<file path="src/hw/chess_pkg.sv">
package chess_pkg;

	typedef logic color_t;

	localparam color_t WHITE = 1'b0;
	localparam color_t BLACK = 1'b1;

	typedef enum logic [2:0] {
		EMPTY  = 3'o0,
		PAWN   = 3'o1,
		KNIGHT = 3'o2,
		BISHOP = 3'o3,
		ROOK   = 3'o4,
		QUEEN  = 3'o5,
		KING   = 3'o6
	} piece_t;

	typedef struct packed {
		color_t color;
		piece_t piece;
	} square_t;

	typedef logic [2:0] file_idx_t;   // file a is 0
	typedef logic [2:0] row_idx_t;    // row 1 is 0
	typedef logic [5:0] coord_t;      // {file, row}, e1 = 6'o40

	typedef square_t [7:0] rank_t;    // [0] is file a, in the low bits
	typedef rank_t [7:0] board_t;     // [0] is row 1
	typedef logic [7:0] enp_rights_t; // bit 0 is file a

	typedef struct packed {
		rank_t       rank1;
		rank_t       rank5;
		logic        castle_left;
		logic        castle_right;
		enp_rights_t enp;
	} position_t;

	localparam row_idx_t RANK1_ROW = 3'd0;
	localparam row_idx_t RANK5_ROW = 3'd4;
	localparam row_idx_t RANK6_ROW = 3'd5; // landing row of a white en passant capture

	localparam file_idx_t FILE_A = 3'd0;
	localparam file_idx_t FILE_B = 3'd1;
	localparam file_idx_t FILE_C = 3'd2;
	localparam file_idx_t FILE_D = 3'd3;
	localparam file_idx_t FILE_E = 3'd4;
	localparam file_idx_t FILE_F = 3'd5;
	localparam file_idx_t FILE_G = 3'd6;
	localparam file_idx_t FILE_H = 3'd7;

	// true when the square holds exactly this piece of this color
	function automatic logic square_is(square_t sq, color_t c, piece_t p);
		return (sq.color == c) && (sq.piece == p);
	endfunction

endpackage

</file>
<file path="src/hw/move_pkg.sv">
package move_pkg;

	// flag field of a move word, msb first
	typedef struct packed {
		logic invalid;
		logic promote;
		logic pawn_move;
		logic pawn_double;
		logic en_passant;
		logic castle;
		logic capture;
	} move_flags_t;

	typedef struct packed {
		move_flags_t       flags;
		chess_pkg::coord_t from;
		chess_pkg::coord_t to;
	} move_t;

	localparam int SLOTS = 8;

	// slot 0 sits just below the padding byte
	typedef struct packed {
		logic [7:0]             pad;
		move_t [0:SLOTS-1]      slot;
	} move_bundle_t;

	localparam move_flags_t CASTLE_FLAGS = 7'b0000010;
	localparam move_flags_t ENP_FLAGS    = 7'b0010101; // pawn move, en passant, capture

	localparam move_t INVALID_MOVE = '{
		flags: 7'b1000000,
		from:  6'o00,
		to:    6'o00
	};

	localparam int FIFO_DEPTH = 4;
	localparam int FIFO_AW    = 2;

	typedef enum logic [1:0] {
		ST_CAPTURE = 2'd0,
		ST_CASTLE  = 2'd1,
		ST_ENP     = 2'd2,
		ST_DONE    = 2'd3
	} seq_state_t;

endpackage

</file>
<file path="src/hw/position_latch.sv">
`timescale 1ns/1ps

module position_latch (
	input  logic                    clk,
	input  logic                    reset,
	input  logic                    capture,
	input  chess_pkg::board_t       board,
	input  logic                    castle_left,
	input  logic                    castle_right,
	input  chess_pkg::enp_rights_t  enp_rights,
	output chess_pkg::position_t    pos
);

	chess_pkg::position_t pos_next;

	// only the first and fifth rows matter for the special moves
	always_comb begin
		pos_next.rank1        = board[chess_pkg::RANK1_ROW];
		pos_next.rank5        = board[chess_pkg::RANK5_ROW];
		pos_next.castle_left  = castle_left;
		pos_next.castle_right = castle_right;
		pos_next.enp          = enp_rights;
	end

	always_ff @(posedge clk) begin
		if (reset) begin
			pos <= '0; // white empty squares, no rights
		end else if (capture) begin
			pos <= pos_next;
		end
	end

endmodule

</file>
<file path="src/hw/castle_finder.sv">
`timescale 1ns/1ps

module castle_finder (
	input  chess_pkg::position_t     pos,
	output move_pkg::move_bundle_t   castle_bundle,
	output logic                     castle_found
);

	localparam chess_pkg::coord_t E1 = {chess_pkg::FILE_E, chess_pkg::RANK1_ROW};
	localparam chess_pkg::coord_t G1 = {chess_pkg::FILE_G, chess_pkg::RANK1_ROW};
	localparam chess_pkg::coord_t C1 = {chess_pkg::FILE_C, chess_pkg::RANK1_ROW};

	chess_pkg::rank_t r1;
	logic king_home;
	logic kingside;
	logic queenside;

	assign r1 = pos.rank1;

	// no check or attacked-square test here
	assign king_home = chess_pkg::square_is(r1[chess_pkg::FILE_E], chess_pkg::WHITE, chess_pkg::KING);

	assign kingside = king_home && pos.castle_right
		&& (r1[chess_pkg::FILE_F].piece == chess_pkg::EMPTY)
		&& (r1[chess_pkg::FILE_G].piece == chess_pkg::EMPTY)
		&& chess_pkg::square_is(r1[chess_pkg::FILE_H], chess_pkg::WHITE, chess_pkg::ROOK);

	assign queenside = king_home && pos.castle_left
		&& (r1[chess_pkg::FILE_B].piece == chess_pkg::EMPTY)
		&& (r1[chess_pkg::FILE_C].piece == chess_pkg::EMPTY)
		&& (r1[chess_pkg::FILE_D].piece == chess_pkg::EMPTY)
		&& chess_pkg::square_is(r1[chess_pkg::FILE_A], chess_pkg::WHITE, chess_pkg::ROOK);

	always_comb begin
		castle_bundle = '0;
		for (int i = 0; i < move_pkg::SLOTS; i++) begin
			castle_bundle.slot[i] = move_pkg::INVALID_MOVE;
		end
		if (kingside)
			castle_bundle.slot[0] = {move_pkg::CASTLE_FLAGS, E1, G1};
		if (queenside)
			castle_bundle.slot[1] = {move_pkg::CASTLE_FLAGS, E1, C1};
	end

	assign castle_found = kingside | queenside;

endmodule

</file>
<file path="src/hw/en_passant_finder.sv">
`timescale 1ns/1ps

module en_passant_finder (
	input  chess_pkg::position_t     pos,
	output move_pkg::move_bundle_t   enp_bundle,
	output logic                     enp_found
);

	chess_pkg::rank_t r5;

	assign r5 = pos.rank5;

	always_comb begin
		int lo;
		int hi;
		int tgt;
		logic tgt_valid;
		chess_pkg::file_idx_t tgt_file;

		enp_bundle = '0;
		enp_found  = 1'b0;
		for (int i = 0; i < move_pkg::SLOTS; i++) begin
			enp_bundle.slot[i] = move_pkg::INVALID_MOVE;
		end

		// files pair up as (a,b) (c,d) (e,f) (g,h), slots 2k and 2k+1 per pair
		for (int k = 0; k < 4; k++) begin
			lo        = 2 * k;
			hi        = 2 * k + 1;
			tgt       = lo;
			tgt_valid = 1'b0;

			// both files of a pair can't really carry a double step, lower file wins
			if (pos.enp[lo] && chess_pkg::square_is(r5[lo], chess_pkg::BLACK, chess_pkg::PAWN)) begin
				tgt       = lo;
				tgt_valid = 1'b1;
			end else if (pos.enp[hi]
				&& chess_pkg::square_is(r5[hi], chess_pkg::BLACK, chess_pkg::PAWN)) begin
				tgt       = hi;
				tgt_valid = 1'b1;
			end
			tgt_file = chess_pkg::file_idx_t'(tgt);

			if (tgt_valid) begin
				// capturing pawn on the left neighbour
				if (tgt > 0
					&& chess_pkg::square_is(r5[tgt-1], chess_pkg::WHITE, chess_pkg::PAWN)) begin
					enp_bundle.slot[lo] = {move_pkg::ENP_FLAGS,
						chess_pkg::file_idx_t'(tgt - 1), chess_pkg::RANK5_ROW,
						tgt_file, chess_pkg::RANK6_ROW};
					enp_found = 1'b1;
				end
				// and on the right neighbour
				if (tgt < 7
					&& chess_pkg::square_is(r5[tgt+1], chess_pkg::WHITE, chess_pkg::PAWN)) begin
					enp_bundle.slot[hi] = {move_pkg::ENP_FLAGS,
						chess_pkg::file_idx_t'(tgt + 1), chess_pkg::RANK5_ROW,
						tgt_file, chess_pkg::RANK6_ROW};
					enp_found = 1'b1;
				end
			end
		end
	end

endmodule

</file>
<file path="src/hw/move_sequencer.sv">
`timescale 1ns/1ps

module move_sequencer (
	input  logic                     clk,
	input  logic                     reset,
	input  move_pkg::move_bundle_t   castle_bundle,
	input  logic                     castle_found,
	input  move_pkg::move_bundle_t   enp_bundle,
	input  logic                     enp_found,
	output logic                     capture,
	output logic                     wr_en,
	output move_pkg::move_bundle_t   wr_data,
	output logic                     done
);

	move_pkg::seq_state_t state;
	move_pkg::seq_state_t state_next;

	move_pkg::move_bundle_t enp_bundle_q;
	logic enp_valid_q; // high only in ST_ENP

	always_comb begin
		state_next = state;
		case (state)
			move_pkg::ST_CAPTURE: state_next = move_pkg::ST_CASTLE;
			move_pkg::ST_CASTLE:  state_next = move_pkg::ST_ENP;
			move_pkg::ST_ENP:     state_next = move_pkg::ST_DONE;
			move_pkg::ST_DONE:    state_next = move_pkg::ST_DONE; // hold until reset
			default:              state_next = move_pkg::ST_CAPTURE;
		endcase
	end

	always_ff @(posedge clk) begin
		if (reset) begin
			state       <= move_pkg::ST_CAPTURE;
			enp_valid_q <= 1'b0;
		end else begin
			state       <= state_next;
			enp_valid_q <= (state == move_pkg::ST_CASTLE) && enp_found;
		end
	end

	// en passant result trails the castling write by one stage
	always_ff @(posedge clk) begin
		if (state == move_pkg::ST_CASTLE)
			enp_bundle_q <= enp_bundle;
	end

	assign capture = (state == move_pkg::ST_CAPTURE);

	// castling goes straight from the finder, en passant from the stage register
	assign wr_en = ((state == move_pkg::ST_CASTLE) && castle_found) || enp_valid_q;

	assign wr_data = (state == move_pkg::ST_CASTLE) ? castle_bundle : enp_bundle_q;

	assign done = (state == move_pkg::ST_DONE);

endmodule

</file>
<file path="src/hw/move_fifo.sv">
`timescale 1ns/1ps

module move_fifo (
	input  logic                     clk,
	input  logic                     reset,
	input  logic                     wr_en,
	input  move_pkg::move_bundle_t   wr_data,
	input  logic                     rd_en,
	output move_pkg::move_bundle_t   fifo_out,
	output logic                     fifo_empty
);

	move_pkg::move_bundle_t mem [move_pkg::FIFO_DEPTH];

	logic [move_pkg::FIFO_AW-1:0] wr_ptr;
	logic [move_pkg::FIFO_AW-1:0] rd_ptr;
	logic [move_pkg::FIFO_AW:0]   count;

	logic full;
	logic do_write;
	logic do_read;

	assign full       = count[move_pkg::FIFO_AW]; // depth is a power of two
	assign fifo_empty = (count == '0);

	assign do_write = wr_en && !full;       // dropped when full
	assign do_read  = rd_en && !fifo_empty; // ignored when empty

	always_ff @(posedge clk) begin
		if (reset) begin
			wr_ptr <= '0;
			rd_ptr <= '0;
			count  <= '0;
		end else begin
			if (do_write)
				wr_ptr <= wr_ptr + 1'b1;
			if (do_read)
				rd_ptr <= rd_ptr + 1'b1;
			case ({do_write, do_read})
				2'b10:   count <= count + 1'b1;
				2'b01:   count <= count - 1'b1;
				default: count <= count;
			endcase
		end
	end

	always_ff @(posedge clk) begin
		if (do_write)
			mem[wr_ptr] <= wr_data;
	end

	// show-ahead, head is always on the output
	assign fifo_out = mem[rd_ptr];

endmodule

</file>
<file path="src/hw/move_gen_top.sv">
`timescale 1ns/1ps

module move_gen_top (
	input  logic                     clk,
	input  logic                     reset,
	input  chess_pkg::board_t        board,
	input  logic                     castle_left,
	input  logic                     castle_right,
	input  chess_pkg::enp_rights_t   enp_rights,
	input  logic                     rd_en,
	output move_pkg::move_bundle_t   fifo_out,
	output logic                     fifo_empty,
	output logic                     done
);

	logic                   capture;
	chess_pkg::position_t   pos;
	move_pkg::move_bundle_t castle_bundle;
	logic                   castle_found;
	move_pkg::move_bundle_t enp_bundle;
	logic                   enp_found;
	logic                   wr_en;
	move_pkg::move_bundle_t wr_data;

	position_latch u_latch (
		.clk          (clk),
		.reset        (reset),
		.capture      (capture),
		.board        (board),
		.castle_left  (castle_left),
		.castle_right (castle_right),
		.enp_rights   (enp_rights),
		.pos          (pos)
	);

	castle_finder u_castle (.pos(pos), .castle_bundle(castle_bundle), .castle_found(castle_found));

	en_passant_finder u_enp (.pos(pos), .enp_bundle(enp_bundle), .enp_found(enp_found));

	move_sequencer u_seq (
		.clk           (clk),
		.reset         (reset),
		.castle_bundle (castle_bundle),
		.castle_found  (castle_found),
		.enp_bundle    (enp_bundle),
		.enp_found     (enp_found),
		.capture       (capture),
		.wr_en         (wr_en),
		.wr_data       (wr_data),
		.done          (done)
	);

	move_fifo u_fifo (
		.clk        (clk),
		.reset      (reset),
		.wr_en      (wr_en),
		.wr_data    (wr_data),
		.rd_en      (rd_en),
		.fifo_out   (fifo_out),
		.fifo_empty (fifo_empty)
	);

endmodule

</file>
<file path="config.mk">
export PLATFORM = sky130hd
export DESIGN_NAME = move_gen_top
export DESIGN_NICKNAME = d
export VERILOG_FILES = /design/src/hw/chess_pkg.sv /design/src/hw/move_pkg.sv /design/src/hw/position_latch.sv /design/src/hw/castle_finder.sv /design/src/hw/en_passant_finder.sv /design/src/hw/move_sequencer.sv /design/src/hw/move_fifo.sv /design/src/hw/move_gen_top.sv
export SDC_FILE = /design/constraint.sdc
export NUM_CORES = 1
export LEC_CHECK = 0
export BUFFER_PORTS_ARGS = -buffer_cell sky130_fd_sc_hd__buf_4
export CORE_UTILIZATION = 45
export CTS_CLUSTER_DIAMETER = 80
export DETAILED_ROUTE_END_ITERATION = 12
export HOLD_SLACK_MARGIN = 0.05
export MAX_ROUTING_LAYER = met4
export PLACE_DENSITY = 0.66
export SLEW_MARGIN = 15
export SYNTH_ARGS = -nofsm -noshare
export SYNTH_HDL_FRONTEND = slang
export SYNTH_HIERARCHICAL = 1
export SYNTH_SLANG_ARGS = --single-unit
</file>
<file path="constraint.sdc">
create_clock -name clk -period 8.95 [get_ports clk]
set_input_delay 0.4475 -clock clk [delete_from_list [all_inputs] [get_ports clk]]
set_output_delay 0.4475 -clock clk [all_outputs]
set_load 0.01 [all_outputs]
</file>
==> results.md <==
* Synth Area per Inst at just under 20 sq um
* H-tree depth at 3
* Final nets at approximately 2400
* Leak at 14.2 nW
* Final Cycle Share at roughly 52%
* Hold/Removal Path Class: in2reg
* Fin Hold WS at around 84 ps
* Crit. End Element: register
* Die Height at approximately 290 um
* Startpoint types: register
* Clk_skew at roughly 21 ps
* Clock Sinks at 881
* First-pass GRT wire length at 97800 um
* Status: complete, no violations
* CTS tree: yes
* Grt total ovfl at 0
* Unrepaired setup endpoints after global routing: no
* Final Cell Area at slightly above 40000 sq um
* Max-Cap Viols at 0
* Share of cells above drive strength 1 at around 34%
* Hpwl dp at 36800 um
* Req. time, crit path at ~9000 ps
* Core area at roughly 79000 sq um
* RD Place Congestion at ~0.75
* Final setup fails at 0
* I/O pin total at 431
* Worst endpoint data arrival time at ~4900 ps
* CTS root buffer: clkbuf_16
* Clk pin slew, worst setup/hold paths at 60 ps
* Total Neg Setup Slack at 0 ps
* CTS Buffer Depth at 3
* Worst vdd ir at between 0.15 and 0.2 mV
* Post-route ant nets at 0
* Largest net degree at the start of global routing at roughly 140
* Final min period at about 4700 ps
* DR WL/cell at 20.1 um
* Drt pass-1 iters at 4
* Vias per cell at a little under 5
* Initial antenna violation count at 7
* Area growth from synthesis to layout at 13.3%
* Critical path class: reg2reg
* Critical path peak fanout at 61
* DR DRC count at 0
* CTS Hold Bufs at 56
* Post-synth design cell area at ~36000 sq um
* Slew of the pin with the lowest slew margin at ~1100 ps
* GRT Util Overall at between 10% and 20%
* Most frequent cells in the layout: edfxtp_1 (800), buf_4 (249), conb_1 (221), mux4_2 (160), mux2_4 (106)
* Via Count at approximately 16000
* Port buffer count at approximately 230
* DR iter-0 viols at between 800 and 900
* Final hold violations at 0
* Row Count at roughly 100
* Resize count post-CTS at 0
* Clk_lat worst skew at approximately 640 ps
* Die Area at between 80000 and 90000 sq um
* Post-synthesis cell count at between 1500 and 2000
* Leading cell type in the layout, fill and taps excluded: edfxtp_1
* Post-route core utilization at between 50% and 60%
* Power Density at about 220 nW/um^2
* Synth warn at 6
* Die Wd at roughly 290 um
* Placement Cell Area at between 30000 and 40000 sq um
* CTS Buf Count at 92
* # Post-CTS Setup Buffers at 0
* Initial Util at 45.6%
* Vias in the first global route at around 17000
* Max-slew headroom at around a quarter
* Final WL at 64800 um
* Fmax at ~0.21 GHz
* Max Slew Vio Count at 0
-- area by class of cell --
class	instances	area, sq um
inverters	17	63.8
clock inverters	56	624
well taps	1050	1310
multi-input cells	788	8340
fillers	6240	38300
flip-flops and latches	881	25700
diodes	6	15.0
repair buffers	307	2470
clock buffers	113	2450
-- critical path, cell delays in order, from the launching register on --
cell	delay (ps)
dfxtp_1	320
nor4bb_1	430
nand3_1	230
o41ai_1	840
a21o_1	190
nor2b_1	450
and2_4	830
buf_4	860
-- metal layers --
| layer | global-route usage (%) | wire length [um] |
|---|---|---|
| met1 | 20.5 | 27300 |
| met2 | 26.3 | 31600 |
| met3 | 4.47 | 4520 |
| met4 | 5.01 | 1320 |
| met5 | - | 0 |
-- power breakdown --
group	switching [mW]	internal, mW	leakage [nW]
sequential	0.0277	4.60	7.96
combinational	0.207	0.186	4.78
clock	1.56	2.26	1.50
total	1.79	7.04	14.2
-- state kept, by name, indices dropped and copies added, names as in the netlist, named ones only --
signal,cells
u_fifo/mem,640
u_seq/enp_bundle_q,160
u_latch/pos,69
u_fifo/count,3
u_fifo/rd_ptr,2
u_fifo/wr_ptr,2
u_seq/state,2
u_seq/enp_valid_q,1
-- metrics by stage --
stage / cells / setup slack [ps] / power (mW)
2_1_floorplan: 2048 / 2770 / 5.08
3_3_place_gp: 2987 / 4220 / 5.06
3_5_place_dp: 2987 / 4140 / 5.08
4_1_cts: 3212 / 4130 / 8.94
5_1_grt: 3218 / 3930 / 9.13
6_report: 3218 / 4280 / 8.84
-- worst paths after layout --
| kind | startpoint | to | slack (ps) | cells past startpoint |
|---|---|---|---|---|
| max | u_latch/pos[60] | u_fifo/mem[1][152] | 4280 | 7 |
| min | board[25] | u_latch/pos[67] | 80 | 3 |
| max reg2reg | u_latch/pos[60] | u_fifo/mem[1][152] | 4280 | 7 |
| min reg2reg | u_fifo/rd_ptr[1] | register | 490 | 2 |
Power figures use the tool's default switching activity.
